### config.mk
export PLATFORM = sky130hd
export DESIGN_NAME = input_unit
export DESIGN_NICKNAME = d
export VERILOG_FILES = /design/src/logic/mem_pkg.sv /design/src/logic/input_unit.sv
export SDC_FILE = /design/constraint.sdc
export NUM_CORES = 1
export LEC_CHECK = 0
export BUFFER_PORTS_ARGS = -buffer_cell sky130_fd_sc_hd__buf_2
export CAP_MARGIN = 20
export CORE_MARGIN = 5
export CORE_UTILIZATION = 45
export CTS_CLUSTER_DIAMETER = 40
export DETAILED_ROUTE_END_ITERATION = 7
export PLACE_DENSITY = 0.74
export SLEW_MARGIN = 20
export SYNTH_ARGS = -nofsm -noshare
export SYNTH_HDL_FRONTEND = slang
export SYNTH_SLANG_ARGS = --single-unit
### constraint.sdc
create_clock -name clk -period 0.8 [get_ports clk]
set_input_delay 0.08 -clock clk [delete_from_list [all_inputs] [get_ports clk]]
set_output_delay 0.08 -clock clk [all_outputs]
set_load 0.02 [all_outputs]
### src/logic/mem_pkg.sv
`default_nettype none

package mem_pkg;

    localparam int WORD_BITS  = 32;                  // datapath and address width
    localparam int BYTE_BITS  = 8;                   // loader byte width
    localparam int DIGIT_BITS = 4;                   // one hex key

    typedef logic [WORD_BITS-1:0]  word_t;           // data / address word
    typedef logic [BYTE_BITS-1:0]  byte_t;           // received loader byte
    typedef logic [DIGIT_BITS-1:0] digit_t;          // keypad digit
    typedef logic [1:0]            mem_ctrl_t;       // {write, read} from ex_mem_reg

    // bit positions inside mem_ctrl_t
    localparam int MEM_READ_BIT  = 0;
    localparam int MEM_WRITE_BIT = 1;

    // IO window is the top 1 KB of the address space
    localparam int IO_START_BIT = 10;
    localparam int IO_END_BIT   = 31;
    localparam logic [IO_END_BIT-IO_START_BIT:0] IO_HIGH_ADDR = '1;   // all-ones prefix

    localparam int IO_TYPE_BIT = 4;                  // 0 keypad, 1 vga

    localparam word_t KEYPAD_ADDR = 32'hFFFF_FC60;   // keypad entry register
    localparam word_t VGA_ADDR    = 32'hFFFF_FC70;   // vga display register

    localparam int DEFAULT_RAM_ADDR_BITS = 14;       // 16K words, 64 KB

endpackage

`default_nettype wire

### src/logic/input_unit.sv
`timescale 1ns/1ns
`default_nettype none

module input_unit (
    input  wire logic            clk,
    input  wire logic            rst_n,
    input  wire logic            key_valid,     // one pulse per key press
    input  wire mem_pkg::digit_t key_digit,     // hex value of the key
    input  wire logic            input_enable,  // cpu reads the keypad this cycle
    output      mem_pkg::word_t  input_data     // current entry value
);

    import mem_pkg::*;

    word_t entry;                               // number typed so far

    // Each key shifts the number one hex digit to the left. A read hands
    // the whole number to the CPU and starts a new one, so a key that
    // arrives together with the read becomes the first digit of the next.

    always_ff @(posedge clk or negedge rst_n) begin
        if (!rst_n) begin
            entry <= '0;
        end else if (input_enable) begin
            if (key_valid) begin
                entry <= word_t'(key_digit);    // read got the old value
            end else begin
                entry <= '0;                    // consumed
            end
        end else if (key_valid) begin
            entry <= {entry[WORD_BITS-DIGIT_BITS-1:0], key_digit};
        end
    end

    assign input_data = entry;                  // valid through the read cycle

endmodule

`default_nettype wire

# ---- Yosys cells after proc, flatten, opt, wreduce, memory -nomap -nowiden
# Cells that the tools add are included.
dict set report totals {
  register_bits 32
  output_inout_bits 32
}
dict set report classes {
  muxes 3
  reduce_logical 1
}
# op count
set op_table {}
lappend op_table {{$mux 32} 2}
lappend op_table {{$mux 4} 1}
lappend op_table {{$reduce_bool 2->1} 1}

# ---- Logic depth before layout (Yosys ltp)
dict set report depth {
  ltp_word 2
  ltp_mapped 4
}

# ---- Worst setup path after synthesis
# Ideal clock, no wire load.
dict set report synth_path {
  path_type {register to register}
  startpoint {register entry[0], in the netlist input_data[0]}
  endpoint {register entry[4], in the netlist input_data[4]}
  t_arrival_ns 0.633
  slack_ns 0.046
  path_stages_with_launch 3
  period_less_slack_ns 0.754
  cell_sequence {dfrtp_1 -> mux2i_1 -> nor2_1}
}
dict set report synth_via {
  elab_chain_len 2
}
# item line_no
set synth_lines {}
lappend synth_lines {{from (decl)} input_unit.sv:15} ;# word_t entry;
lappend synth_lines {{from (signal assigned)} input_unit.sv:26} ;# entry <= word_t'(key_digit);
lappend synth_lines {{from (signal assigned)} input_unit.sv:31} ;# entry <= {entry[WORD_BITS-DIGIT_BITS-1:0], key_digit};
lappend synth_lines {{$mux 32} input_unit.sv:30} ;# end else if (key_valid) begin
lappend synth_lines {{$mux 32} input_unit.sv:24} ;# end else if (input_enable) begin
# Every way passes these cells. The select of a mux whose other input is x is not followed.
# A chain may end at the register's enable or synchronous reset.

# ---- Worst setup path after layout
dict set report layout_path {
  startpoint {register entry[29], in the netlist input_data[29]}
  endpoint {output port input_data[29]}
}
# item line_no
set layout_rtl {}
lappend layout_rtl {{to (decl)} input_unit.sv:10} ;# output mem_pkg::word_t input_data
# No word-level cell between the ends.

==> results list <==
- Result of the run: finished, violations left
- Violated checks: negative setup slack
- When the netlist entered floorplanning its net count stood at roughly 120.
- In this run the clock root is driven by a sky130_fd_sc_hd__clkbuf_4.
* Worst IR Drop VDD: roughly 0.0017 V
- 0 antenna diodes ended up in the layout.
- The largest single stage delay on the critical path is ~0.42 ns.
- The share of total power dissipated in the clock network is 28.2%.
- The final critical path takes up 121% of the cycle.
- The floorplan step defined a die boundary enclosing between 4000 and 5000 um2.
- Final count of hold timing violations: 0
- The die is ~64 um tall.
* Routed len/inst: between 10 and 15 um
* Port Buffers: 39
* Antenna violations before repair: 0
* Most frequent standard cell in the layout excluding fill and tap cells: sky130_fd_sc_hd__buf_6
- Of the synthesized area, sequential elements account for 60.5%.
- The critical path goes through buf_6.
- Cell-internal power: about 0.0022 W
* Layout overhead on the synthesized area: 61.1%
- Total of fill cells in the finished design: 190
- The most critical setup path has its startpoint at input_data[29]$_DFFE_PN0P_.
* Worst path slowest cell: sky130_fd_sc_hd__dfrtp_1
- Synthesized area per cell: 12.4 um2
- Capturing element type of the critical path: output pin
- Post-detail-place hpwl: between 1.5 and 2 mm
- Worst min-delay path startpoint: key_valid
- In this run the remaining antenna-violating nets after routing total 0.
* Final max-slew violation count: 0
* Data arrival time of the critical path: 0.89 ns
- Net switching power figure: 0.000743 W
- Timing would allow up to 1.03 GHz.
- Leaving out filler cells and counting taps, the final layout contains 214.
- Slack of the critical path: -0.168 ns
- After routing the design area is about 2100 um2.
- TritonCTS Buffers: 5
- Buf+Inv Stages, Crit Path: 1
- The cell family contributing the most delay on the critical path is flip-flops.
* Worst slew pin tran: roughly 0.16 ns
- Source-to-sink clock delay at the later pin of the worst-skew pair: 0.32 ns
* Via count of the first global-routing pass: between 1000 and 1500
- Multi-input logic area: ~460 um2
- Worst slew margin relative to its limit: about nine tenths
- The setup path with the least slack is of type reg2out.
* Number of synthesized register bits: 32
- Register Area: ~800 um2
* DRC violation count after routing: 0
- Max-cap viol count: 0
- Ratio of cells with drive above 1 in the final layout: approximately 43%
* Largest fanout on the critical path: 2
- Subtracting the final worst setup slack from the clock period gives roughly 0.97 ns.
* Worst path required time: 0.72 ns
* Design Power: about 0.0030 W
- The final layout contains approximately 190 nets.
- Summing all placed instances gives a cell area of between 1500 and 2000 um2.
- TritonCTS clock tree: yes
* Die X: around 64 um
- Counting along the longest clock path gives a buffer depth of 2.
- Reg-to-Reg Start: input_data[23]$_DFFE_PN0P_
* Commonest non-fill, non-tap cells in the layout: 49 x sky130_fd_sc_hd__buf_6, 32 x sky130_fd_sc_hd__dfrtp_1, 28 x sky130_fd_sc_hd__nor2_1, 27 x sky130_fd_sc_hd__mux2i_1, 11 x sky130_fd_sc_hd__buf_4
- The netlist uses 9 different library cells.
- After floorplanning, the core was divided into 19 placement rows.
* Number of detailed-route iterations in the first pass: 4
- DRT Wirelength: just over 3 mm
* Critical path startpoint category: register
* Areal power density over the cells: around 1400 nW/um2
- On the final layout, the worst hold slack is roughly 0.096 ns.
- 40 I/O pins were placed.
- Starting density of the core: between 40% and 50%
- Netlist Area Pre-Place: roughly 1300 um2
* Number of flip-flops in the largest register: 32
- Placed Instances: roughly 180
* Clock sinks: 32
- Synthesized instance count: 107
- Leakage power figure: roughly 1.1 nW
- Dividing the detail-routed via count by the number of cells gives between 4 and 5.
* Largest net degree at the start of global routing: 33
- In the post-synthesis netlist, the biggest area contributors are sky130_fd_sc_hd__dfrtp_1 60%, sky130_fd_sc_hd__mux2i_1 21%, sky130_fd_sc_hd__nor2_1 7.9%.
- Fraction of power consumed by combinational cells: about 15%
* Setup repair after global routing missed its margin: true
* Classification of the worst-slack hold path: in2reg
- Global routing finished with a remaining overflow of 0.
- The first global-routing pass estimated about 5 mm of wire.
- Setup violations remaining at the end of the flow were counted as 58.
- Setup TNS: -5.69 ns
- Global routing consumed, over all layers together, between 10% and 20% of the routing resources.
- After clock tree synthesis, the clock-pin slew on the worst setup and hold paths is approximately 0.10 ns.
* Ys Warns: 0
- The core region is around 2800 um2.
* Portion of synthesized cell area occupied by the leading cell type: a little over 60%
- Power share of the sequential group: 56.9%
- Global placer's final weighted congestion: 0.732
- Clock skew on the completed layout was measured at 0.0144 ns.
- CTS H-Tree Depth: 2
- The biggest area contributor in the post-synthesis netlist is sky130_fd_sc_hd__dfrtp_1.
- Iter 0 DRT Violations: 35
* Vias after detailed routing: between 1000 and 1500
* Sw Share: around 25%
## metrics by stage
| step | setup slack [ns] | util (%) |
|---|---|---|
| after floorplan | 0.0459 | - |
| after global placement | 0.00873 | 55.9 |
| after detailed placement | -0.0453 | 55.9 |
| after CTS | -0.175 | 74.4 |
| after global routing | -0.229 | 76.7 |
| final | -0.168 | 76.7 |
## tightest hold or removal path, stage by stage
cell                      delay (ns)
sky130_fd_sc_hd__buf_2          0.13
sky130_fd_sc_hd__mux2i_1        0.08
sky130_fd_sc_hd__nor2_1         0.08
## worst paths after layout
check | to | slack (ns) | depth (start not counted)
min reg2reg | input_data[31]$_DFFE_PN0P_ | 0.55 | 2
max in group asynchronous | input_data[26]$_DFFE_PN0P_ | 0.38 | 3
min in group asynchronous | input_data[21]$_DFFE_PN0P_ | 0.24 | 3
max reg2reg | input_data[23]$_DFFE_PN0P_ | -0.09 | 3
max | input_data[29] | -0.17 | 1
min | input_data[31]$_DFFE_PN0P_ | 0.1 | 3
## cell usage after synthesis (all sizes together)
cell / number
o21ai: 4
nand2: 4
mux2i: 28
nor2: 28
dfrtp: 32
nand2b: 4
buf: 7
## power by group through the flow
stage,Combinational (W),Sequential [W],Clock (W)
2_1_floorplan,0.000149,0.00175,0
3_3_place_gp,0.000297,0.00171,0
3_5_place_dp,0.000303,0.00171,0
4_1_cts,0.000429,0.00168,0.000854
5_1_grt,0.000475,0.00169,0.000970
6_report,0.000439,0.00168,0.000832
## per-layer routing
metal	global-route usage [%]	wire length, um	vias to the layer above
li1	-	-	501
met1	20.4	1340	485
met2	26.0	1550	32
met3	5.95	177	2
met4	4.58	12	0
met5	0	0	-
## area by class of cell
type | count | area share [%]
repair buffers | 76 | 37.0
multi-input cells | 68 | 21.4
clock buffers | 6 | 1.94
clock inverters | 1 | 0.235
well taps | 31 | 1.82
flip-flops and latches | 32 | 37.6
## cells by family after synthesis
| group | count (synthesis) | synth area share, % |
|---|---|---|
| simple gates | 36 | 11.0 |
| flops | 32 | 60.5 |
| mux | 28 | 21.2 |
| compound gates | 4 | 1.51 |
| buf+inv | 7 | 5.86 |
## repair_timing
action,in CTS,in global routing
hold buffers,6,0
setup endpoints to repair,32,62
gates resized for setup,66,20
pin swaps,0,10
hold endpoints to repair,37,0
setup buffers,27,0
Note: power is estimated with default switching activity, not from simulation.
