### config.mk
export PLATFORM = sky130hd
export DESIGN_NAME = data_mem_flat
export DESIGN_NICKNAME = d
export VERILOG_FILES = /design/src/logic/mem_pkg.sv /design/src/logic/ram_port_if.sv /design/src/logic/data_mem.sv /design/src/flat_wrapper.sv
export SDC_FILE = /design/constraint.sdc
export NUM_CORES = 1
export LEC_CHECK = 0
export ABC_CLOCK_PERIOD_IN_PS = 1800
export BUFFER_PORTS_ARGS = -buffer_cell sky130_fd_sc_hd__buf_4
export CAP_MARGIN = 30
export CORE_AREA = 2 2 101 103
export CTS_BUF_LIST = sky130_fd_sc_hd__clkbuf_16
export DETAILED_ROUTE_END_ITERATION = 16
export DIE_AREA = 0 0 103 105
export SLEW_MARGIN = 20
export SYNTH_ARGS = -nofsm -noshare
export SYNTH_HDL_FRONTEND = slang
export SYNTH_SLANG_ARGS = --single-unit
### constraint.sdc
create_clock -name clk -period 1.8 [get_ports clk]
set_clock_uncertainty 0.05 [all_clocks]
set_input_delay 0.09 -clock clk [delete_from_list [all_inputs] [get_ports clk]]
set_output_delay 0.09 -clock clk [all_outputs]
set_load 0.005 [all_outputs]
### src/logic/mem_pkg.sv
`default_nettype none

package mem_pkg;

    localparam int WORD_BITS  = 32;                  // datapath and address width
    localparam int BYTE_BITS  = 8;                   // loader byte width
    localparam int DIGIT_BITS = 4;                   // one hex key

    typedef logic [WORD_BITS-1:0]  word_t;           // data / address word
    typedef logic [BYTE_BITS-1:0]  byte_t;           // received loader byte
    typedef logic [DIGIT_BITS-1:0] digit_t;          // keypad digit
    typedef logic [1:0]            mem_ctrl_t;       // {write, read} from ex_mem_reg

    // bit positions inside mem_ctrl_t
    localparam int MEM_READ_BIT  = 0;
    localparam int MEM_WRITE_BIT = 1;

    // IO window is the top 1 KB of the address space
    localparam int IO_START_BIT = 10;
    localparam int IO_END_BIT   = 31;
    localparam logic [IO_END_BIT-IO_START_BIT:0] IO_HIGH_ADDR = '1;   // all-ones prefix

    localparam int IO_TYPE_BIT = 4;                  // 0 keypad, 1 vga

    localparam word_t KEYPAD_ADDR = 32'hFFFF_FC60;   // keypad entry register
    localparam word_t VGA_ADDR    = 32'hFFFF_FC70;   // vga display register

    localparam int DEFAULT_RAM_ADDR_BITS = 14;       // 16K words, 64 KB

endpackage

`default_nettype wire

### src/logic/ram_port_if.sv
`timescale 1ns/1ns
`default_nettype none

// one word-wide port of the data RAM
interface ram_port_if #(
    parameter int RAM_ADDR_BITS = mem_pkg::DEFAULT_RAM_ADDR_BITS
) ();

    import mem_pkg::*;

    logic                     en;                    // gates read and write
    logic                     we;                    // write enable
    logic [RAM_ADDR_BITS-1:0] addr;                  // word index
    word_t                    wdata;                 // store word
    word_t                    rdata;                 // registered read word

    modport master (                                 // access side, data_mem
        output en,
        output we,
        output addr,
        output wdata,
        input  rdata
    );

    modport slave (                                  // storage side, data_ram
        input  en,
        input  we,
        input  addr,
        input  wdata,
        output rdata
    );

endinterface

`default_nettype wire

### src/logic/data_mem.sv
`timescale 1ns/1ns
`default_nettype none

module data_mem #(
    parameter int RAM_ADDR_BITS = mem_pkg::DEFAULT_RAM_ADDR_BITS
) (
    input  wire logic                     clk,
    input  wire logic                     load_mode,       // loader owns the RAM
    input  wire logic                     no_op,           // bubble in ex_mem_reg
    input  wire mem_pkg::mem_ctrl_t       mem_control,     // {write, read}
    input  wire mem_pkg::word_t           mem_addr,        // byte address from alu
    input  wire mem_pkg::word_t           mem_store_data,  // store operand
    input  wire mem_pkg::word_t           input_data,      // keypad entry value
    input  wire logic                     load_we,         // loader word strobe
    input  wire logic [RAM_ADDR_BITS-1:0] load_addr,       // loader word index
    input  wire mem_pkg::word_t           load_data,       // assembled loader word
    output      mem_pkg::word_t           mem_read_data,   // to mem_wb_reg
    output      logic                     input_enable,    // keypad read, also stall request
    output      logic                     vga_write_enable,
    ram_port_if.master                    ram
);

    import mem_pkg::*;

    logic io_hit;                                    // address inside the IO window
    logic io_is_vga;                                 // type bit picks the device
    logic rd_sel_io;                                 // mux select aligned with ram rdata

    assign io_hit    = (mem_addr[IO_END_BIT:IO_START_BIT] == IO_HIGH_ADDR);
    assign io_is_vga = mem_addr[IO_TYPE_BIT];

    // keypad read does not look at no_op, same as the hazard unit expects
    assign input_enable     = io_hit & ~io_is_vga & mem_control[MEM_READ_BIT];
    assign vga_write_enable = io_hit & io_is_vga & mem_control[MEM_WRITE_BIT] & ~no_op;

    // RAM source select
    always_comb begin
        if (load_mode) begin
            ram.en    = 1'b1;                        // loader always enabled
            ram.we    = load_we;
            ram.addr  = load_addr;
            ram.wdata = load_data;
        end else begin
            ram.en    = ~no_op;                      // bubble freezes rdata
            ram.we    = mem_control[MEM_WRITE_BIT] & ~vga_write_enable;  // vga store skips ram
            ram.addr  = mem_addr[RAM_ADDR_BITS+1:2]; // byte to word index, io aliases
            ram.wdata = mem_store_data;
        end
    end

    // select sampled on the same edge as the ram output register
    always_ff @(negedge clk) begin
        rd_sel_io <= input_enable;
    end

    assign mem_read_data = rd_sel_io ? input_data : ram.rdata;

endmodule

`default_nettype wire

### src/flat_wrapper.sv
// flat-port wrapper written by rule: the top's interface ports become plain ports
module data_mem_flat import mem_pkg::*;
#(
    parameter int RAM_ADDR_BITS = mem_pkg::DEFAULT_RAM_ADDR_BITS
)
  (clk, load_mode, no_op, mem_control, mem_addr, mem_store_data, input_data, load_we, load_addr, load_data, mem_read_data, input_enable, vga_write_enable, ram_en, ram_we, ram_addr, ram_wdata, ram_rdata);
  ram_port_if #(.RAM_ADDR_BITS(RAM_ADDR_BITS)) ram_i ();
  input  wire logic clk;
  input  wire logic load_mode;
  input  wire logic no_op;
  input  wire mem_pkg::mem_ctrl_t mem_control;
  input  wire mem_pkg::word_t mem_addr;
  input  wire mem_pkg::word_t mem_store_data;
  input  wire mem_pkg::word_t input_data;
  input  wire logic load_we;
  input  wire logic [RAM_ADDR_BITS-1:0] load_addr;
  input  wire mem_pkg::word_t load_data;
  output      mem_pkg::word_t mem_read_data;
  output      logic input_enable;
  output      logic vga_write_enable;
  output wire logic [$bits(ram_i.en)-1:0] ram_en;
  output wire logic [$bits(ram_i.we)-1:0] ram_we;
  output wire logic [$bits(ram_i.addr)-1:0] ram_addr;
  output wire logic [$bits(ram_i.wdata)-1:0] ram_wdata;
  input wire logic [$bits(ram_i.rdata)-1:0] ram_rdata;
  assign ram_en = ram_i.en;
  assign ram_we = ram_i.we;
  assign ram_addr = ram_i.addr;
  assign ram_wdata = ram_i.wdata;
  assign ram_i.rdata = ram_rdata;
  data_mem #(.RAM_ADDR_BITS(RAM_ADDR_BITS)) u_core (.clk(clk), .load_mode(load_mode), .no_op(no_op), .mem_control(mem_control), .mem_addr(mem_addr), .mem_store_data(mem_store_data), .input_data(input_data), .load_we(load_we), .load_addr(load_addr), .load_data(load_data), .mem_read_data(mem_read_data), .input_enable(input_enable), .vga_write_enable(vga_write_enable), .ram(ram_i));
endmodule
; Yosys cells after proc, flatten, opt, wreduce, memory -nomap -nowiden
; Index checks and enable logic that the tools add are counted.
[totals]
register_bits = 1
out_inout_bits = 82
wordCells = 16
[classes]
eq_ne = 1
mux = 5
bitwise = 9
[op_table]
columns = cell, count
row1 = 32-bit two-way mux, 2
row2 = "22-bit equality test, second input constant", 1
row3 = 14-bit two-way mux, 1
row4 = 1-bit bitwise AND, 6
row5 = 1-bit inverter, 3
row6 = 1-bit two-way mux, 2

; Depth between registers and ports, before layout
[depth]
ltp_word = 7
ltp_mapped = 4

==> impl_metrics.prom <==
# TYPE chip_impl_metric gauge
chip_impl_info{name="status",value="complete, but fails checks"} 1
chip_impl_info{name="failed_checks",value="setup timing"} 1
chip_impl_metric{name="syn-cell-area",unit="um2"} 1052
chip_impl_metric{name="drc",unit=""} 0
chip_impl_metric{name="vias",unit=""} 1903
chip_impl_metric{name="global_route.usage.total",unit="%"} 11.10
chip_impl_metric{name="worst_slew_pin_slew",unit="ps"} 583.7
chip_impl_metric{name="fin_util",unit="%"} 35.93
chip_impl_metric{name="pre_cts_slack",unit="ps"} -264.6
chip_impl_metric{name="first_global_vias",unit=""} 1960
chip_impl_metric{name="cell_depth_of_the_worst_min_delay_path",unit=""} 3
chip_impl_metric{name="worst-path-max-fanout",unit=""} 15
chip_impl_metric{name="synth.top_cell.area_share",unit="%"} 73.84
chip_impl_metric{name="final_hold_viol_count",unit=""} 0
chip_impl_metric{name="place_hpwl",unit="um"} 6398
chip_impl_metric{name="dieWidth",unit="um"} 103
chip_impl_metric{name="grt_max_degree",unit=""} 50
chip_impl_metric{name="synth_sequential_area_ratio",unit="%"} 1.902
chip_impl_metric{name="synth_nets",unit=""} 284
chip_impl_metric{name="design_area",unit="um2"} 3463
chip_impl_metric{name="syn_area_per_cell",unit="um2"} 10.12
chip_impl_info{name="timing.critical_path.to_type",value="output port"} 1
chip_impl_info{name="synth.area.top_cells",value="sky130_fd_sc_hd__mux2_2 74%, sky130_fd_sc_hd__mux2_1 9.6%, sky130_fd_sc_hd__buf_2 3.8%"} 1
chip_impl_info{name="critical_path.startpoint_type",value="flip-flop"} 1
chip_impl_metric{name="fp.dieH",unit="um"} 105
chip_impl_metric{name="max_cap_viol_count",unit=""} 0
chip_impl_metric{name="slew_viol_final",unit=""} 0
chip_impl_metric{name="synth_register_bits",unit=""} 1
chip_impl_metric{name="filler_cell_count",unit=""} 978
chip_impl_metric{name="vias_per_cell",unit=""} 3.844
chip_impl_metric{name="drt_iter0_drc",unit=""} 21
chip_impl_metric{name="powerDensity",unit="nW/um2"} 216.1
chip_impl_metric{name="areaGrowthSynthToFinish",unit="%"} 229.1
chip_impl_metric{name="ctsHoldBuffers",unit=""} 0
chip_impl_metric{name="max-vdd-ir-drop",unit="mV"} 0.1623
chip_impl_metric{name="placement.io_buffers",unit=""} 259
chip_impl_metric{name="route.antenna.remaining_nets",unit=""} 0
chip_impl_info{name="synth_most_common_cell",value="sky130_fd_sc_hd__mux2_2"} 1
chip_impl_metric{name="timing.slew.headroom",unit="%"} 61.09
chip_impl_metric{name="die_area",unit="um2"} 10820
chip_impl_metric{name="cp.arrival",unit="ps"} 1920
chip_impl_metric{name="largest_register_ff_count",unit=""} 1
chip_impl_metric{name="wire_length_of_the_first_global_routing_pass",unit="um"} 9570
chip_impl_metric{name="grt_antenna_before_repair",unit=""} 0
chip_impl_metric{name="yosys_warnings",unit=""} 0
chip_impl_metric{name="clkTransAtPathRegs",unit="ps"} 30
chip_impl_info{name="regs_by_ff_count",value="u_core.rd_sel_io x1"} 1
chip_impl_metric{name="drive_above_1_share",unit="%"} 94.20
chip_impl_info{name="most_common_library_cells_after_synthesis",value="69 x sky130_fd_sc_hd__mux2_2, 9 x sky130_fd_sc_hd__mux2_1, 8 x sky130_fd_sc_hd__buf_2"} 1
chip_impl_metric{name="static-leakage-power",unit="nW"} 1.784
chip_impl_metric{name="yosys.cell_types.count",unit=""} 15
chip_impl_metric{name="routed_wirelength",unit="um"} 7089
chip_impl_metric{name="whs",unit="ps"} 389.2
chip_impl_metric{name="detailed_place.area",unit="um2"} 3307
chip_impl_info{name="grt_setup_unrepaired",value="true"} 1
chip_impl_metric{name="avgRoutedWirePerCell",unit="um"} 14.32
chip_impl_metric{name="ys_async_sr_fraction",unit="%"} 0
chip_impl_metric{name="cp.required",unit="ps"} 1660
chip_impl_metric{name="insertedDiodeCount",unit=""} 0
chip_impl_metric{name="design.core.area",unit="um2"} 9639
chip_impl_metric{name="gp_congestion",unit=""} 0.7427
chip_impl_metric{name="design.portCount",unit=""} 262
chip_impl_metric{name="start_util",unit="%"} 10.92
chip_impl_metric{name="syn_inst",unit=""} 104
chip_impl_metric{name="layout_setup_ws",unit="ps"} -257.7
chip_impl_info{name="criticalPathCategory",value="flip-flop to output port"} 1
chip_impl_info{name="cell_taking_the_most_area_after_synthesis",value="sky130_fd_sc_hd__mux2_2"} 1
chip_impl_metric{name="num-nets-final",unit=""} 544
chip_impl_info{name="hp_class",value="primary input to output port"} 1
chip_impl_metric{name="global_route.overflow_total",unit=""} 0
chip_impl_metric{name="floorplan.rows",unit=""} 36
chip_impl_info{name="ys.flop_type",value="sky130_fd_sc_hd__dfxtp_1"} 1
chip_impl_info{name="registers.top_by_ff_count",value="u_core.rd_sel_io"} 1
chip_impl_metric{name="drt_first_pass_iters",unit=""} 4
chip_impl_metric{name="synth-edff-count",unit=""} 0
chip_impl_metric{name="timing.final.setup_violations",unit=""} 33
chip_impl_metric{name="fin_setup_tns",unit="ps"} -7795
==> through the flow <==
stage | total power, mW | cells
6_report | 0.7484 | 495
4_1_cts | 0.7575 | 494
3_3_place_gp | 0.7135 | 494
3_5_place_dp | 0.7230 | 494
2_1_floorplan | 0.2189 | 104
5_1_grt | 0.8006 | 495
==> report_power, final <==
| part | switching [mW] | total [mW] | internal (mW) |
|---|---|---|---|
| Combinational | 0.194 | 0.720 | 0.526 |
| Clock | 0.00396 | 0.00755 | 0.00359 |
| Sequential | 0.00000000686 | 0.0209 | 0.0209 |
==> critical path: stages, from the launching register on <==
cell	delay (ps)
sky130_fd_sc_hd__dfxtp_4	370
sky130_fd_sc_hd__buf_12	170
sky130_fd_sc_hd__mux2_4	320
sky130_fd_sc_hd__buf_6	120
==> per-layer routing <==
layer / track usage, % / routed length (um) / up-vias
met5: 0 / 0 / -
met4: 0.7519 / 44 / 0
met3: 2.408 / 875 / 6
met2: 23.56 / 3894 / 156
met1: 10.82 / 2274 / 825
li1: - / - / 916
==> final timing paths <==
| path | start | end | slack, ps |
|---|---|---|---|
| min | no_op | ram_en | 390 |
| max | u_core.rd_sel_io | mem_read_data[12] | -260 |
==> logic make-up (layout without fill, tap and decap cells) <==
| family | after synthesis | in the layout | share of synthesized area [%] |
|---|---|---|---|
| AOI/OAI and AO/OA | 1 | 1 | 0.8325 |
| muxes | 78 | 78 | 83.47 |
| DFF | 1 | 1 | 1.903 |
| and+or+nand+nor | 13 | 13 | 8.561 |
| buffers and inverters | 11 | 269 | 5.233 |
==> final cells by class <==
cell class                 instances  area [um2]  share of cell area, %
tap                              133       166.4                  4.805
timing repair buffer             267        2168                  62.61
sequential                         1       23.77                 0.6864
inverter                           1       3.754                 0.1084
clock inverter                     1       3.754                 0.1084
multi-input combinational         92        1097                  31.68
==> placed cells by master (no fill, tap or decap) <==
cell type / netlist / routed
sky130_fd_sc_hd__nand4_2: 1 / 1
sky130_fd_sc_hd__inv_1: 2 / 2
sky130_fd_sc_hd__nand2_1: 1 / 1
sky130_fd_sc_hd__dfxtp_4: 0 / 1
sky130_fd_sc_hd__buf_12: 0 / 2
sky130_fd_sc_hd__nand2b_1: 1 / 1
sky130_fd_sc_hd__mux2_4: 0 / 32
sky130_fd_sc_hd__and4b_1: 1 / 1
sky130_fd_sc_hd__mux2_2: 69 / 39
sky130_fd_sc_hd__mux2_1: 9 / 7
sky130_fd_sc_hd__nand4b_1: 1 / 1
sky130_fd_sc_hd__nor4_2: 1 / 1
sky130_fd_sc_hd__buf_4: 1 / 228
sky130_fd_sc_hd__buf_6: 0 / 37
sky130_fd_sc_hd__a22o_1: 1 / 1
sky130_fd_sc_hd__nor2_1: 3 / 3
sky130_fd_sc_hd__nand4_1: 4 / 4
==> timing repair <==
action	in CTS	in global routing
pin swaps	3	2
resized for setup	40	0
setup buffers	0	1
endpoints found under the setup margin	33	33
Power figures use the tool's default switching activity.
