--- src/logic/mem_pkg.sv ---
`default_nettype none

package mem_pkg;

    localparam int WORD_BITS  = 32;                  // datapath and address width
    localparam int BYTE_BITS  = 8;                   // loader byte width
    localparam int DIGIT_BITS = 4;                   // one hex key

    typedef logic [WORD_BITS-1:0]  word_t;           // data / address word
    typedef logic [BYTE_BITS-1:0]  byte_t;           // received loader byte
    typedef logic [DIGIT_BITS-1:0] digit_t;          // keypad digit
    typedef logic [1:0]            mem_ctrl_t;       // {write, read} from ex_mem_reg

    // bit positions inside mem_ctrl_t
    localparam int MEM_READ_BIT  = 0;
    localparam int MEM_WRITE_BIT = 1;

    // IO window is the top 1 KB of the address space
    localparam int IO_START_BIT = 10;
    localparam int IO_END_BIT   = 31;
    localparam logic [IO_END_BIT-IO_START_BIT:0] IO_HIGH_ADDR = '1;   // all-ones prefix

    localparam int IO_TYPE_BIT = 4;                  // 0 keypad, 1 vga

    localparam word_t KEYPAD_ADDR = 32'hFFFF_FC60;   // keypad entry register
    localparam word_t VGA_ADDR    = 32'hFFFF_FC70;   // vga display register

    localparam int DEFAULT_RAM_ADDR_BITS = 14;       // 16K words, 64 KB

endpackage

`default_nettype wire

--- src/logic/output_unit.sv ---
`timescale 1ns/1ns
`default_nettype none

module output_unit (
    input  wire logic           clk,
    input  wire logic           rst_n,
    input  wire logic           vga_write_enable,  // store to the vga address
    input  wire mem_pkg::word_t mem_store_data,    // value to display
    output      mem_pkg::word_t vga_value          // held for the display
);

    import mem_pkg::*;

    word_t display_q;                              // display register

    always_ff @(posedge clk or negedge rst_n) begin
        if (!rst_n) begin
            display_q <= '0;                       // blank screen value
        end else if (vga_write_enable) begin
            display_q <= mem_store_data;           // taken at end of the store cycle
        end
    end

    assign vga_value = display_q;                  // unchanged until next store

endmodule

`default_nettype wire

--- config.mk ---
export PLATFORM = sky130hd
export DESIGN_NAME = output_unit
export DESIGN_NICKNAME = d
export VERILOG_FILES = /design/src/logic/mem_pkg.sv /design/src/logic/output_unit.sv
export SDC_FILE = /design/constraint.sdc
export NUM_CORES = 1
export LEC_CHECK = 0
export BUFFER_PORTS_ARGS = -buffer_cell sky130_fd_sc_hd__clkbuf_2
export CORE_ASPECT_RATIO = 1.4
export CORE_UTILIZATION = 44
export CTS_CLUSTER_DIAMETER = 50
export CTS_CLUSTER_SIZE = 25
export DETAILED_ROUTE_END_ITERATION = 10
export GPL_TIMING_DRIVEN = 0
export PLACE_DENSITY = 0.77
export SETUP_SLACK_MARGIN = 0.3
export SLEW_MARGIN = 20
export SYNTH_ARGS = -nofsm -noshare
export SYNTH_HDL_FRONTEND = slang
export SYNTH_SLANG_ARGS = --single-unit
--- constraint.sdc ---
create_clock -name clk -period 0.9 [get_ports clk]
set_clock_uncertainty 0.05 [all_clocks]
set_input_delay 0.045 -clock clk [delete_from_list [all_inputs] [get_ports clk]]
set_output_delay 0.045 -clock clk [all_outputs]
set_load 0.01 [all_outputs]
======== Word-level counts from Yosys, hierarchy flattened ========
Index checks and enable logic that the tools add are counted.
word-level totals
  bits in read-only memories .............. 0
  latch bits .............................. 0
  memories ................................ 0
  register bits after elaboration ......... 32
  RAM bits ................................ 0
  output and inout port bits .............. 32
  input port bits ......................... 35
  logic and storage cells ................. 1
cells by class
  bitwise gates (word level) .............. 0
  $mul .................................... 0
  equality and inequality tests ........... 0
  order comparisons ....................... 0
  muxes and demuxes ....................... 0
  reductions and logical operators ........ 0
  shift operators ......................... 0
  divide/modulo/power cells ............... 0
  $add $sub $neg .......................... 0

======== Longest topological paths before layout ========
Gate-level depths: netlist (run 1).
  depth after elaboration ................. 0
  mapped depth ............................ 3
  gate-level depth less buffers ........... 1

======== Worst setup path before layout (run 1) ========
No wires, ideal clock.
  path kind ............................... register -> register
  start ................................... reg, netlist name vga_value[0]
  end ..................................... reg display_q[0], in the netlist vga_value[0]
  period minus slack after synthesis ...... 0.829 ns
  cell stages (with the launch flop) ...... 2
  data arrival time ....................... 0.654 ns
  setup slack ............................. 0.071 ns
  path through ............................ dfrtp_1 -> mux2_4
RTL lines
  what                    line               text
  end signal: assignment  output_unit.sv:20  display_q <= mem_store_data;
  end: declaration        output_unit.sv:14  word_t display_q;

======== Worst setup path after layout (run 1) ========
  start ................................... reg display_q[15], in the netlist vga_value[15]
  end ..................................... out vga_value[15]
RTL lines
  what              line              text
  end: declaration  output_unit.sv:9  output mem_pkg::word_t vga_value
No word-level cell between the ends.

==> flow_metrics.env, run 1 <==
export IMPL_seq_area_frac_synth_pct=59.5
export IMPL_grt_pass1_vias=886
export IMPL_root_buffer="clkbuf_8"
export IMPL_maxSlewHeadroom_pct=47.6
export IMPL_grt_pass1_wl_mm=4.11
export IMPL_max_stage_delay_ns=0.40
export IMPL_finalHoldViolations=64
export IMPL_die_h_um=67.4
export IMPL_vias=820
export IMPL_clkSlewWorstSetupHoldPaths_ns=0.06
export IMPL_cts_buffers_inserted=5
export IMPL_switching_share_pct=23.6
export IMPL_rows=23
export IMPL_p_per_area_nw_per_um2=1870
export IMPL_drv_cap=0
export IMPL_period_needed_ns=0.896
export IMPL_grt_usage_pct=17.5
export IMPL_setup_violations=0
export IMPL_dieArea_um2=3290
export IMPL_cts_buffer_depth=2
export IMPL_layoutNonFillerInstCount=178
export IMPL_placed_area_um2=1720
export IMPL_coreArea_um2=2880
export IMPL_drive_above_1_share_pct=75.9
export IMPL_violations="negative hold slack"
export IMPL_peakVddDrop_v=0.00116
export IMPL_switchingPower_uw=804
export IMPL_run_status="complete, but fails checks"
export IMPL_clk_latency_ns=0.27
export IMPL_hold_path_class="input pin to async pin"
export IMPL_n_fill_cell=239
export IMPL_ant_nets=0
export IMPL_drtPass1Iterations=2
export IMPL_synth_cell_types=5
export IMPL_dp_hpwl_mm=1.87
export IMPL_via_per_inst=4.61
export IMPL_crit_type="register to primary output"
export IMPL_fin_crit_sh_pct=99.6
export IMPL_power_frac_comb_pct=19.1
export IMPL_critPathBufInv=1
export IMPL_finalPower_uw=3400
export IMPL_slowest_stage="dfrtp_1"
export IMPL_syn2layout_area_growth_pct=35.3
export IMPL_wirelength_mm=2.63
export IMPL_start_util_pct=46.7
export IMPL_drc=0
export IMPL_netlist_area_leader_share_pct=59.5
export IMPL_synth_net_count=103
export IMPL_syn_inst=68
export IMPL_ios=67
export IMPL_async_flop_share_pct=100
export IMPL_tightest_slew_ns=0.786
export IMPL_finalSetupTns_ns=0
export IMPL_ys_flop_type="dfrtp_1"
export IMPL_critPathLaunchType="register"
export IMPL_p_clk_share_pct=31.8
export IMPL_p_int_uw=2600
export IMPL_synth_area_leaders="dfrtp_1 (60%), mux2_4 (33%), buf_12 (4.5%)"
export IMPL_postLayoutCellArea_um2=1820
export IMPL_path_cells="buf_6"
export IMPL_rsz0062_at_grt="true"
export IMPL_syn_area_per_cell_um2=19.8
export IMPL_crit_required_ns=0.81
export IMPL_p_leak_uw=0.000988
export IMPL_seq_power_share_pct=49.1
export IMPL_yosys_register_bits=32
export IMPL_cp_data_arrival_time_ns=0.80
export IMPL_fin_ws_ns=0.00391
export IMPL_fmax_mhz=1120
export IMPL_cp_end_kind="primary output"
export IMPL_cts_sinks=32
export IMPL_synth_area_leader_cell="dfrtp_1"
export IMPL_grt_overflow_total=0
export IMPL_path_max_fanout=2
export IMPL_antenna_found_initial=0
export IMPL_dp_cells=170
export IMPL_pre_cts_ws_ns=0.0772
export IMPL_cts_htree_levels=2
export IMPL_netlist_area_um2=1350
export IMPL_yosys_warnings=0
export IMPL_crit_family="flip-flops"
export IMPL_hold_ws_ns=-0.209
export IMPL_drt_initial_drc_count=8
export IMPL_ys_top_cells_by_count="dfrtp_1 (32), mux2_4 (30), buf_12 (3), mux2_2 (2), buf_6 (1)"
export IMPL_cts_tree="done"
export IMPL_slew_viol_final=0
export IMPL_port_buffers=65
export IMPL_avgRoutedWirePerCell_um=14.8
export IMPL_finalNetCount=175
export IMPL_place_gp_congestion=0.622
export IMPL_largest_reg_flops=32
export IMPL_synthMostInstantiatedCell="dfrtp_1"
export IMPL_grt_max_degree=33
export IMPL_diodes=0
export IMPL_dieWidth_um=48.7
export IMPL_synth_edf_count=0
==> worst paths after layout <==
check / endpoint / slack (ns) / from / cells after the start
max: vga_value[15] / 0.004 / vga_value[15]$_DFFE_PN0P_ / 1
min: vga_value[25]$_DFFE_PN0P_ / -0.21 / rst_n / 1
max reg2reg: vga_value[4]$_DFFE_PN0P_ / 0.06 / vga_value[4]$_DFFE_PN0P_ / 1
min reg2reg: vga_value[2]$_DFFE_PN0P_ / 0.46 / vga_value[2]$_DFFE_PN0P_ / 1
max in group asynchronous: vga_value[1]$_DFFE_PN0P_ / 0.50 / rst_n / 1
min in group clk: vga_value[26]$_DFFE_PN0P_ / -0.05 / mem_store_data[26] / 2
==> power groups by stage <==
stage / clock (uW) / combinational (uW) / sequential, uW
after global routing: 1170 / 694 / 1690
after detailed placement: 0 / 640 / 1690
final: 1080 / 649 / 1670
after CTS: 1120 / 652 / 1670
after floorplan: 0 / 295 / 1750
after global placement: 0 / 624 / 1680
==> stage by stage <==
stage | util, % | hold slack (ns)
floorplan | - | -0.301
global placement | 59.7 | 0.0829
detailed placement | 59.7 | 0.108
CTS | 63.0 | -0.186
global route | 63.3 | -0.146
finish | 63.3 | -0.209
==> metal layers <==
layer	vias to the layer above	share of wire, %	GRT usage [%]
met4	0	1.4	9.93
met1	398	37	18.3
li1	378	-	-
met3	4	5.6	3.83
met2	40	56	32.5
met5	-	0	0
==> repair_timing <==
item | CTS | global route
setup endpoints to repair | 64 | 64
endpoints found under the hold margin | 64 | 64
setup buffers | 0 | 0
resized for setup | 2 | 5
==> logic make-up after synthesis <==
logic type | Yosys count | share of synthesized area [%]
muxes | 32 | 35.2
DFF | 32 | 59.5
buffers and inverters | 4 | 5.30
==> cell type report <==
type | count | area (um^2) | area share [%]
multi-input combinational | 32 | 480 | 26.4
sequential | 32 | 801 | 44.0
buffer | 4 | 71.3 | 3.92
clock buffer | 8 | 90.1 | 4.95
timing repair buffer | 65 | 332 | 18.2
tap | 37 | 46.3 | 2.54
==> cells in the final DEF, fill, tap and decap left out <==
cell,count
clkbuf_2,61
buf_2,3
buf_6,2
buf_12,3
mux2_4,32
dfrtp_1,32
clkbuf_1,2
clkbuf_8,6
(Power assumes the default switching activity.)
==> inputs of run 2 (changes only) <==
--- a/config.mk
+++ b/config.mk
@@ -13,7 +13,6 @@
 export DETAILED_ROUTE_END_ITERATION = 10
 export GPL_TIMING_DRIVEN = 0
 export PLACE_DENSITY = 0.77
-export SETUP_SLACK_MARGIN = 0.3
 export SLEW_MARGIN = 20
 export SYNTH_ARGS = -nofsm -noshare
 export SYNTH_HDL_FRONTEND = slang
==> run 2 against run 1 <==
Net effect:
- the run ends with negative hold slack, negative setup slack left
- final area up 17%
- die area stayed put
- worst setup slack lost 0.0050 ns
- sequential power about the same
- largest power group unchanged
- highest routed layer unchanged
- clock power about the same
- utilization rose by 11 points
==> flow_metrics.env, run 2 (synthesis gave the netlist of run 1 again) <==
export IMPL_drt_initial_drc_count=7
export IMPL_port_buffers=65
export IMPL_wirelength_mm=3.07
export IMPL_crit_type="register to primary output"
export IMPL_rsz0062_at_grt="true"
export IMPL_syn2layout_area_growth_pct=58.6
export IMPL_rows=23
export IMPL_hold_ws_ns=-0.212
export IMPL_slew_viol_final=0
export IMPL_drv_cap=0
export IMPL_path_cells="clkbuf_2"
export IMPL_crit_path_start="vga_value[4]$_DFFE_PN0P_"
export IMPL_grt_overflow_total=0
export IMPL_drtPass1Iterations=4
export IMPL_finalHoldViolations=32
export IMPL_hold_buffers=32
export IMPL_fmax_mhz=1110
export IMPL_finalNetCount=207
export IMPL_grt_max_degree=33
export IMPL_path_max_fanout=2
export IMPL_diodes=0
export IMPL_final_common_cell="clkbuf_2"
export IMPL_crit_family="flip-flops"
export IMPL_vias=959
export IMPL_cts_buffers_inserted=5
export IMPL_coreArea_um2=2880
export IMPL_fin_util_pct=74.1
export IMPL_p_per_area_nw_per_um2=1650
export IMPL_die_h_um=67.4
export IMPL_ios=67
export IMPL_clkSlewWorstSetupHoldPaths_ns=0.06
export IMPL_cp_data_arrival_time_ns=0.81
export IMPL_period_needed_ns=0.901
export IMPL_critPathBufInv=1
export IMPL_start_util_pct=46.7
export IMPL_grt_pass1_vias=1040
export IMPL_violations="negative hold slack, negative setup slack"
export IMPL_drive_above_1_share_pct=61.8
export IMPL_pre_cts_ws_ns=0.0772
export IMPL_cts_htree_levels=2
export IMPL_crit_required_ns=0.81
export IMPL_run_status="complete, but fails checks"
export IMPL_cts_tree="done"
export IMPL_maxSlewHeadroom_pct=48.8
export IMPL_cts_buffer_depth=2
export IMPL_setup_violations=1
export IMPL_root_buffer="clkbuf_8"
export IMPL_clk_latency_ns=0.26
export IMPL_ant_nets=0
export IMPL_grt_usage_pct=20.6
export IMPL_worstReg2RegStart="vga_value[4]$_DFFE_PN0P_"
export IMPL_grt_pass1_wl_mm=4.86
export IMPL_largest_reg_flops=32
export IMPL_fin_ws_ns=-0.00112
export IMPL_cp_end_kind="primary output"
export IMPL_avgRoutedWirePerCell_um=14.6
export IMPL_p_leak_uw=0.00111
export IMPL_tightest_slew_ns=0.768
export IMPL_via_per_inst=4.57
export IMPL_post_cts_buffers=0
export IMPL_peakVddDrop_v=0.00118
export IMPL_dieWidth_um=48.7
export IMPL_final_cell_mix="clkbuf_2 (63), dlygate4sd3_1 (32), dfrtp_1 (32)"
export IMPL_dieArea_um2=3290
export IMPL_slowest_stage="dfrtp_1"
export IMPL_finalPower_uw=3510
export IMPL_drc=0
export IMPL_place_gp_congestion=0.622
export IMPL_dp_hpwl_mm=1.87
export IMPL_fin_crit_sh_pct=100
export IMPL_hold_path_class="input pin to async pin"
export IMPL_antenna_found_initial=0
export IMPL_cts_sinks=32
export IMPL_critPathLaunchType="register"
export IMPL_max_stage_delay_ns=0.40
-- run 2: per-stage QoR --
| step | std cells | cell area [um^2] | TNS [ns] | hold WS (ns) |
|---|---|---|---|---|
| 2_1_floorplan | 68 | 1350 | 0 | -0.301 |
| 3_3_place_gp | 170 | 1720 | 0 | 0.0829 |
| 3_5_place_dp | 170 | 1720 | 0 | 0.108 |
| 4_1_cts | 210 | 2130 | -0.0113 | -0.186 |
| 5_1_grt | 210 | 2130 | -0.355 | -0.154 |
| 6_report | 210 | 2130 | -0.00112 | -0.212 |
-- run 2: routing by layer --
metal  part of all wire, %  GRT usage, %
met1                    37          21.5
met2                    57          38.2
met3                   4.6          4.28
met4                   1.9          12.1
met5                     0             0
-- run 2: what timing repair did --
item                                    in CTS  in global routing
resized for setup                            0                  3
hold endpoints to repair                    64                 32
endpoints found under the setup margin       4                 29
-- run 2: area by class of cell --
cell class,instances,area [um^2]
repair buffers,97,652
flip-flops and latches,32,801
multi-input cells,32,473
well taps,37,46.3
fillers,199,744
clock buffers,8,90.1
plain buffers,4,71.3
-- run 2: final timing paths --
path	endpoint	slack, ns	cells past startpoint
worst max-delay path	vga_value[4]	-0.001	1
worst min-delay path	vga_value[25]$_DFFE_PN0P_	-0.21	1
worst max register to register	vga_value[4]$_DFFE_PN0P_	0.06	1
worst min register to register	vga_value[12]$_DFFE_PN0P_	0.46	1
max in group asynchronous	vga_value[8]$_DFFE_PN0P_	0.52	1
min in group clk	vga_value[29]$_DFFE_PN0P_	0.03	2
-- run 2: power breakdown --
| part | internal (uW) | switching (uW) | leakage [uW] |
|---|---|---|---|
| sequential | 1580 | 89.5 | 0.000374 |
| combinational | 475 | 284 | 0.000694 |
| clock | 622 | 455 | 0.0000455 |
| total | 2680 | 829 | 0.00111 |
