[config.mk]
export PLATFORM = sky130hd
export DESIGN_NAME = uart_loader
export DESIGN_NICKNAME = d
export VERILOG_FILES = /design/src/logic/mem_pkg.sv /design/src/logic/uart_loader.sv
export SDC_FILE = /design/constraint.sdc
export NUM_CORES = 1
export LEC_CHECK = 0
export BUFFER_PORTS_ARGS = -buffer_cell sky130_fd_sc_hd__buf_2
export CORE_ASPECT_RATIO = 1.2
export CORE_MARGIN = 8
export CORE_UTILIZATION = 49
export DETAILED_ROUTE_END_ITERATION = 12
export PLACE_DENSITY_LB_ADDON = 0.05
export SLEW_MARGIN = 10
export SYNTH_ARGS = -nofsm -noshare
export SYNTH_HDL_FRONTEND = slang
export SYNTH_SLANG_ARGS = --single-unit
[constraint.sdc]
create_clock -name clk -period 2.1 [get_ports clk]
set_input_delay 0.42 -clock clk [delete_from_list [all_inputs] [get_ports clk]]
set_output_delay 0.42 -clock clk [all_outputs]
set_load 0.01 [all_outputs]
[src/logic/mem_pkg.sv]
`default_nettype none

package mem_pkg;

    localparam int WORD_BITS  = 32;                  // datapath and address width
    localparam int BYTE_BITS  = 8;                   // loader byte width
    localparam int DIGIT_BITS = 4;                   // one hex key

    typedef logic [WORD_BITS-1:0]  word_t;           // data / address word
    typedef logic [BYTE_BITS-1:0]  byte_t;           // received loader byte
    typedef logic [DIGIT_BITS-1:0] digit_t;          // keypad digit
    typedef logic [1:0]            mem_ctrl_t;       // {write, read} from ex_mem_reg

    // bit positions inside mem_ctrl_t
    localparam int MEM_READ_BIT  = 0;
    localparam int MEM_WRITE_BIT = 1;

    // IO window is the top 1 KB of the address space
    localparam int IO_START_BIT = 10;
    localparam int IO_END_BIT   = 31;
    localparam logic [IO_END_BIT-IO_START_BIT:0] IO_HIGH_ADDR = '1;   // all-ones prefix

    localparam int IO_TYPE_BIT = 4;                  // 0 keypad, 1 vga

    localparam word_t KEYPAD_ADDR = 32'hFFFF_FC60;   // keypad entry register
    localparam word_t VGA_ADDR    = 32'hFFFF_FC70;   // vga display register

    localparam int DEFAULT_RAM_ADDR_BITS = 14;       // 16K words, 64 KB

endpackage

`default_nettype wire

[src/logic/uart_loader.sv]
`timescale 1ns/1ns
`default_nettype none

module uart_loader #(
    parameter int RAM_ADDR_BITS = mem_pkg::DEFAULT_RAM_ADDR_BITS
) (
    input  wire logic                     clk,
    input  wire logic                     rst_n,
    input  wire logic                     load_mode,   // level, loader active
    input  wire logic                     byte_valid,  // one pulse per received byte
    input  wire mem_pkg::byte_t           rx_byte,     // byte already deframed
    output      logic                     load_we,     // one cycle per full word
    output      logic [RAM_ADDR_BITS-1:0] load_addr,   // word index, from 0 up
    output      mem_pkg::word_t           load_data    // assembled word
);

    import mem_pkg::*;

    logic [1:0] byte_cnt;                            // bytes held in shift_word
    word_t      shift_word;                          // new bytes enter at the top
    logic       word_done;                           // fourth byte this cycle

    assign word_done = byte_valid & (byte_cnt == 2'd3);

    // shifting right puts the first byte of a word in bits 7..0
    always_ff @(posedge clk) begin
        if (byte_valid) begin
            shift_word <= {rx_byte, shift_word[WORD_BITS-1:BYTE_BITS]};
        end
    end

    always_ff @(posedge clk or negedge rst_n) begin
        if (!rst_n) begin
            byte_cnt <= '0;
        end else if (!load_mode) begin
            byte_cnt <= '0;                          // restart word on next load
        end else if (byte_valid) begin
            byte_cnt <= byte_cnt + 2'd1;             // wraps after the fourth byte
        end
    end

    always_ff @(posedge clk or negedge rst_n) begin
        if (!rst_n) begin
            load_we <= 1'b0;
        end else begin
            load_we <= load_mode & word_done;        // write lands at next falling edge
        end
    end

    // address moves on only after the word has been written
    always_ff @(posedge clk or negedge rst_n) begin
        if (!rst_n) begin
            load_addr <= '0;
        end else if (!load_mode) begin
            load_addr <= '0;
        end else if (load_we) begin
            load_addr <= load_addr + 1'b1;
        end
    end

    assign load_data = shift_word;                   // complete while load_we is high

endmodule

`default_nettype wire

After elaboration in Yosys (flattened, before gate mapping):

Cells that the tools add are included.

* bits in writable memories: 0
* bits in latches: 0
* memories: 0
* memory bits (read-only): 0
* register bits after elaboration: 49
* bits of input ports: 12

* equality and inequality tests: 3
* order comparisons: 0
* shift-type cells: 0
* reduce and logical (&&, ||, !) cells: 0
* bitwise operators: 2
* $add $sub $neg: 2
* multiplexer cells: 4
* multiply operators: 0
* divide/modulo/power cells: 0

Operators with widths (number)
* $mux 14: 2
* $add 14x1->14 const B: 1
* $mux 2: 2
* $ne 2x1->1 const B: 2
* $add 2x1->2 const B: 1
* $and 1x1->1: 2
* $eq 2x2->1 const B: 1

Depth between registers and ports, before layout:

Gate-level depths: netlist of the first run.

* depth in word-level cells: 3
* gate-level depth with buffers: 5
* gate-level depth less buffers: 5

Worst setup path before layout of the first run:

Ideal clock, no wire load.

* path type: flip-flop to flip-flop
* start: register load_addr[3]
* end: register load_addr[13]
* path slack: 0.550 ns
* data required time: 2.023 ns
* arrival: 1.472 ns
* cell stages (with the launch flop): 5
* setup time: 0.077 ns
* path through: dfrtp_1 -> and4_4 -> nand4_4 -> or4_1 -> a21oi_1

* word-level cells in the longest chain between the ends: 3

RTL lines
* start, declared: RTL line uart_loader.sv:13 `output logic [RAM_ADDR_BITS-1:0] load_addr,`
* start signal, assigned: RTL line uart_loader.sv:57 `load_addr <= load_addr + 1'b1;`
* $add 14x1->14: RTL line uart_loader.sv:57
* $mux 14: RTL line uart_loader.sv:56 `end else if (load_we) begin`
* $mux 14: RTL line uart_loader.sv:54 `end else if (!load_mode) begin`

No other way between the ends. The select of a mux whose other input is x is not followed.
A chain may end at the register's enable or synchronous reset.

Worst setup path after layout of the first run:

Ends and elaborated chain as after synthesis.

==> run summary, run 1 <==
accumulated negative setup slack: 0 ns
hold_buf cts: 0
fraction of final layout cells sized beyond drive strength 1: 41.8%
arrival time worst endpoint: 1.82 ns
CTS clock-pin slew for the worst setup and hold paths: 0.08 ns
via count: 1117
number of enable flip-flop cells after synthesis: 32
number of antenna repair diodes: 0
later-pin clock latency in the skew report: 0.29 ns
total wirelength of the detailed-routed design: 3.37 mm
Critical Path End Type: register
number of buffers on the longest clock path: 2
ratio of total power to cell area: 777 nW/µm²
Fin Hold WS: 0.0366 ns
Finish-stage setup viols: 0
DRC violations left: 0
number of detailed-route iterations in the first pass: 4
Cells after Synth: 111
average wire per standard cell: 15.6 µm
class of the most critical hold timing path: in2async
Max IR drop VDD: 0.000623 V
number of inserted filler cells in the final layout: 298
y dimension of the die: 82.2 µm
number of nets with antenna violations after routing: 0
weighted congestion at the end of routability-driven global placement: 0.830
Starting Density: 50.0%
initial antenna violation count: 0
max-slew headroom at the worst pin: 67.6%
leading post-synthesis cells by cell area: sky130_fd_sc_hd__edfxtp_1 54%, sky130_fd_sc_hd__dfrtp_1 24%, sky130_fd_sc_hd__xor2_1 2.9%
multi-input gate area in the final layout: 393 µm²
Initial DRC Count: 68
H-tree depth reported by CTS: 2
slew at the pin closest to its max-slew limit: 0.486 ns
Synth area leader: sky130_fd_sc_hd__edfxtp_1
Core Util, Final: 61.9%
status: completed
number of hold violations in the final report: 0
count of buffers added by post-CTS timing repair for setup: 0
achievable clock frequency: 0.623 GHz
RSZ-0062 raised after global routing: false
max-cap violation count: 0
residual overflow from global routing: 0
Clock Skews: 0.00563 ns
first-pass GRT wire length: 5.42 mm
crit path max fanout: 6
startpoint types: register
Top FF cell, synth: sky130_fd_sc_hd__edfxtp_1
required time at the endpoint of the critical path: 2.31 ns
post-layout power: 0.00172 W
CTS tree: built
nets@finish: 190
width of the chip: 71.1 µm
per-cell via count in the routed design: 5.17
row count: 24
Leakage Power: 0.989 nW
sum of net half-perimeters after detailed placement: 2.58 mm
proportion of synthesized chip area in sequential cells: 77.6%
number of warning messages in the yosys log: 0
GRT Resource Usage Total: 12.1%
Final min period: 1.60 ns
post-synth design cell area: 1790 µm²
Setup CP Type: reg2reg
buffer cell driving the clock tree root: sky130_fd_sc_hd__clkbuf_8
largest net degree at the start of global routing: 21
Cell variety after synth: 26
portion of synthesized cell area occupied by the leading cell type: 53.8%
final period utilization: 76.4%
Register Area: 1390 µm²
number of pins with negative max-slew slack in the final report: 0
area added between synthesis and finish: 23.8%
synthesized area per cell: 16.1 µm²
synthesized net count: 125
FFs w/ async S/R, synth: 34.7%
Top Ports: 59
die area: 5840 µm²
Synth Register Bits: 49
number of sinks driven by the clock tree: 49
vias in the first global route: 1172
fin cells: 216
Std-Cell Core Area: 3570 µm²
number of cells upsized or downsized after cts: 0
number of placed instances with taps included: 208
# port buffers: 58
total clock buffers created by CTS: 5
==> registers in the layout (all words and copies together) (netlist names) <==
name and cells:
load_we 1, byte_cnt 2, load_addr 14, load_data 32
==> synth_stat cells, types with 2 or more instances <==
master,number
sky130_fd_sc_hd__nand2_1,5
sky130_fd_sc_hd__dfrtp_1,17
sky130_fd_sc_hd__and2_1,2
sky130_fd_sc_hd__xnor2_1,2
sky130_fd_sc_hd__nand4_1,2
sky130_fd_sc_hd__a21oi_1,6
sky130_fd_sc_hd__nor2_1,10
sky130_fd_sc_hd__o21ai_0,5
sky130_fd_sc_hd__edfxtp_1,32
sky130_fd_sc_hd__xor2_1,6
sky130_fd_sc_hd__or3_1,3
sky130_fd_sc_hd__nand3_1,4
sky130_fd_sc_hd__or3_2,2
sky130_fd_sc_hd__mux2i_1,2
sky130_fd_sc_hd__ha_1,2
==> cells by family after synthesis <==
| logic type | count (synthesis) | synth area share, % |
|---|---|---|
| buffers and inverters | 2 | 0.420 |
| AO/OA/AOI/OAI | 12 | 3.50 |
| multiplexers | 2 | 1.12 |
| AND/OR/NAND/NOR | 36 | 12.0 |
| XOR/XNOR | 8 | 3.92 |
| flip-flops | 49 | 77.6 |
| adder cells (fa/ha/maj) | 2 | 1.40 |
==> power breakdown <==
| group | total, W | leakage (nW) | switching [W] | internal (W) |
|---|---|---|---|---|
| clock | 0.000508 | 0.0450 | 0.000277 | 0.000231 |
| sequential | 0.00110 | 0.549 | 0.0000192 | 0.00108 |
| combinational | 0.000109 | 0.395 | 0.0000681 | 0.0000406 |
| total | 0.00172 | 0.989 | 0.000364 | 0.00135 |
==> worst max-delay path, stage by stage (launching register included) <==
cell,delay [ns]
sky130_fd_sc_hd__dfrtp_1,0.44
sky130_fd_sc_hd__and4_4,0.29
sky130_fd_sc_hd__nand4_4,0.13
sky130_fd_sc_hd__or4_1,0.52
sky130_fd_sc_hd__a21oi_1,0.15
==> metrics by stage <==
| step | setup WS (ns) | instance area [µm²] |
|---|---|---|
| final | 0.496 | 2210 |
| after global routing | 0.399 | 2210 |
| after CTS | 0.499 | 2210 |
| after detailed placement | 0.510 | 2130 |
| after global placement | 0.567 | 2130 |
| after floorplan | 0.550 | 1790 |
==> metal layers <==
layer / track usage (%) / wire (µm) / part of all wire [%] / up-vias
li1: - / - / - / 535
met1: 12.5 / 1320 / 39 / 533
met2: 20.5 / 1710 / 51 / 43
met3: 6.40 / 278 / 8.3 / 6
met4: 4.38 / 51 / 1.5 / 0
met5: 0 / 0 / 0 / -
==> path summary, 6_finish.rpt <==
path / startpoint / end / slack, ns / depth (start not counted)
setup / recovery: load_addr[3] / load_addr[13] / 0.50 / 4
hold / removal: rst_n / load_addr[0] / 0.04 / 1
setup reg to reg: load_addr[3] / load_addr[13] / 0.50 / 4
hold reg to reg: load_data[17] / load_data[9] / 0.45 / 0
max in group asynchronous: rst_n / load_addr[5] / 1.80 / 1
min in group clk: rx_byte[1] / load_data[25] / 0.30 / 1
==> cell type report <==
class / count / area share, %
Clock buffer: 6 / 3.28
Clock inverter: 2 / 0.452
Inverter: 1 / 0.170
Multi-Input combinational cell: 60 / 17.8
Sequential cell: 49 / 62.7
Tap cell: 39 / 2.21
Timing Repair Buffer: 59 / 13.5
==> layout by cell type, fill, tap and decap left out, drive strengths merged, types with 5 or more instances in the layout <==
| cell | netlist | layout |
|---|---|---|
| xor2 | 6 | 6 |
| clkbuf | 1 | 6 |
| nand2 | 5 | 5 |
| or3 | 5 | 5 |
| edfxtp | 32 | 32 |
| a21oi | 6 | 6 |
| dfrtp | 17 | 17 |
| buf | 0 | 59 |
| o21ai | 5 | 5 |
| nor2 | 10 | 10 |
| nand3 | 5 | 5 |
(Power assumes the default switching activity.)
==> run 2: changes to the inputs <==
--- a/config.mk
+++ b/config.mk
@@ -8,7 +8,7 @@
 export BUFFER_PORTS_ARGS = -buffer_cell sky130_fd_sc_hd__buf_2
 export CORE_ASPECT_RATIO = 1.2
 export CORE_MARGIN = 8
-export CORE_UTILIZATION = 49
+export CORE_UTILIZATION = 44
 export DETAILED_ROUTE_END_ITERATION = 12
 export PLACE_DENSITY_LB_ADDON = 0.05
 export SLEW_MARGIN = 10
==> constraint.sdc (replaced) <==
create_clock -name clk -period 1.3 [get_ports clk]
set_input_delay 0.26 -clock clk [delete_from_list [all_inputs] [get_ports clk]]
set_output_delay 0.26 -clock clk [all_outputs]
set_load 0.01 [all_outputs]
==> run 2 against run 1 <==
The run now ends with negative setup slack left. Utilization is 1.3 points higher. Via count is 6.6% higher. Register-to-register slack worse by 0.56 ns. Cell count is 16% higher. Clock-buffer cell count is 1 lower. Non-clock buffer count is 19 higher. Routed wire length is 5.5% higher. Critical path type unchanged. Highest routed layer unchanged.
==> run summary, run 2 (synthesized netlist as in run 1, its figures left out) <==
switching pwr: 0.000638 W
number of pins with negative max-slew slack in the final report: 0
per-cell via count in the routed design: 4.76
largest net degree at the start of global routing: 36
chain of cells forming the critical path: and4_4, nand4_4, or4_4, a21oi_2
Clock Skews: 0.00395 ns
number of detailed-route iterations in the first pass: 3
hold wc startpoint: rx_byte[6]
y dimension of the die: 85.8 µm
Initial DRC Count: 57
area added between synthesis and finish: 38.4%
achievable clock frequency: 0.730 GHz
crit path max fanout: 6
Crit path max-delay family: simple AND/OR/NAND/NOR gates
# port buffers: 58
Reg-to-Reg Start: load_addr[4]
total clock buffers created by CTS: 5
fraction of final layout cells sized beyond drive strength 1: 53.1%
Final min period: 1.37 ns
worst setup margin: -0.0690 ns
Leakage Power: 1.10 nW
Crit path buffers/inverters: 0
weighted congestion at the end of routability-driven global placement: 0.753
max reg flops: 32
number of sinks driven by the clock tree: 49
slowest library cell on the worst path: sky130_fd_sc_hd__or4_4
first-pass GRT wire length: 5.77 mm
final period utilization: 105%
Seq pwr share: 62.5%
residual overflow from global routing: 0
arrival time worst endpoint: 1.59 ns
leading cell type in the layout, fill and taps excluded: sky130_fd_sc_hd__buf_2
Setup crit end: load_addr[13]
GRT Resource Usage Total: 12.0%
vias in the first global route: 1253
die area: 6360 µm²
sum of net half-perimeters after detailed placement: 2.72 mm
status: finished with violations
max-slew headroom at the worst pin: 64.7%
via count: 1191
total wirelength of the detailed-routed design: 3.55 mm
slowest cell delay on critical path: 0.43 ns
commonest non-fill, non-tap cells in the layout: 58 x sky130_fd_sc_hd__buf_2, 32 x sky130_fd_sc_hd__edfxtp_1, 15 x sky130_fd_sc_hd__dfrtp_1, 14 x sky130_fd_sc_hd__buf_4, 10 x sky130_fd_sc_hd__nor2_1
start point of the critical path: load_addr[4]
accumulated negative setup slack: -0.184 ns
number of buffers on the longest clock path: 2
Top Ports: 59
average wire per standard cell: 14.2 µm
portion of total power attributed to combinational logic: 6.7%
share of total power in the clock network: 30.8%
class of the most critical hold timing path: in2reg
row count: 25
Finish-stage setup viols: 5
number of nets with antenna violations after routing: 0
worst reg2reg path endpoint: load_addr[13]
max-cap violation count: 0
proportion of total power due to net switching: 22.4%
Setup CP Type: reg2reg
startpoint types: register
post-layout power: 0.00285 W
violations in the final reports: negative setup slack
buffer cell driving the clock tree root: sky130_fd_sc_hd__clkbuf_8
R2R setup slack: -0.07 ns
Critical Path End Type: register
required time at the endpoint of the critical path: 1.52 ns
Crit path depth: 4
DRC violations left: 0
number of hold violations in the final report: 0
CTS tree: built
internal power contribution: 0.00221 W
width of the chip: 74.2 µm
Fin Hold WS: 0.136 ns
initial antenna violation count: 0
number of antenna repair diodes: 0
Core Util, Final: 63.2%
CTS clock-pin slew for the worst setup and hold paths: 0.09 ns
Std-Cell Core Area: 3910 µm²
RSZ-0062 raised after global routing: true
slew at the pin closest to its max-slew limit: 0.528 ns
ratio of total power to cell area: 1150 nW/µm²
placed standard-cell area: 2300 µm²
H-tree depth reported by CTS: 2
later-pin clock latency in the skew report: 0.29 ns
Max IR drop VDD: 0.000976 V
Starting Density: 45.7%
nets@finish: 209
R2R cell count: 4
post-route cell area: 2470 µm²
run 2: worst min path at each step:
stage                    end  slack, ns  cells past startpoint
2_1_floorplan    byte_cnt[0]      -0.04                      0
3_3_place_gp   load_addr[13]       0.20                      1
3_5_place_dp   load_addr[12]       0.21                      1
4_1_cts        load_data[30]       0.12                      1
5_1_grt        load_data[30]       0.12                      1
6_report       load_data[30]       0.14                      1
run 2: power by group through the flow:
| stage | clock (W) | combinational (W) | sequential [W] |
|---|---|---|---|
| after global routing | 0.000950 | 0.000212 | 0.00179 |
| after CTS | 0.000915 | 0.000197 | 0.00178 |
| after global placement | 0 | 0.000189 | 0.00181 |
| after detailed placement | 0 | 0.000194 | 0.00181 |
| after floorplan | 0 | 0.0000239 | 0.00185 |
| final | 0.000875 | 0.000191 | 0.00178 |
run 2: cell type report:
cell class,count,area [µm²]
Multi-Input combinational cell,60,452
Inverter,1,3.75
Clock buffer,5,68.8
Fill cell,323,1440
Sequential cell,49,1390
Timing Repair Buffer,78,470
Tap cell,54,67.6
Clock inverter,3,21.3
run 2: metrics by stage:
stage	cells	setup WS (ns)
2_1_floorplan	111	-0.109
3_3_place_gp	239	-0.0204
3_5_place_dp	239	-0.0821
4_1_cts	249	-0.0746
5_1_grt	250	-0.127
6_report	250	-0.0690
run 2: timing repair:
action / in CTS / in global routing
pin swaps: 8 / 12
hold buffers: 1 / 0
setup endpoints to repair: 7 / 11
cloned: 0 / 0
setup buffers: 1 / 1
resized for setup: 7 / 6
endpoints found under the hold margin: 17 / 0
run 2: layer usage:
| metal | track usage (%) | vias up | wire, µm |
|---|---|---|---|
| li1 | - | 571 | - |
| met4 | 7.10 | 0 | 101 |
| met5 | 0 | - | 0 |
| met2 | 19.9 | 39 | 1840 |
| met3 | 3.62 | 8 | 277 |
| met1 | 12.9 | 573 | 1340 |
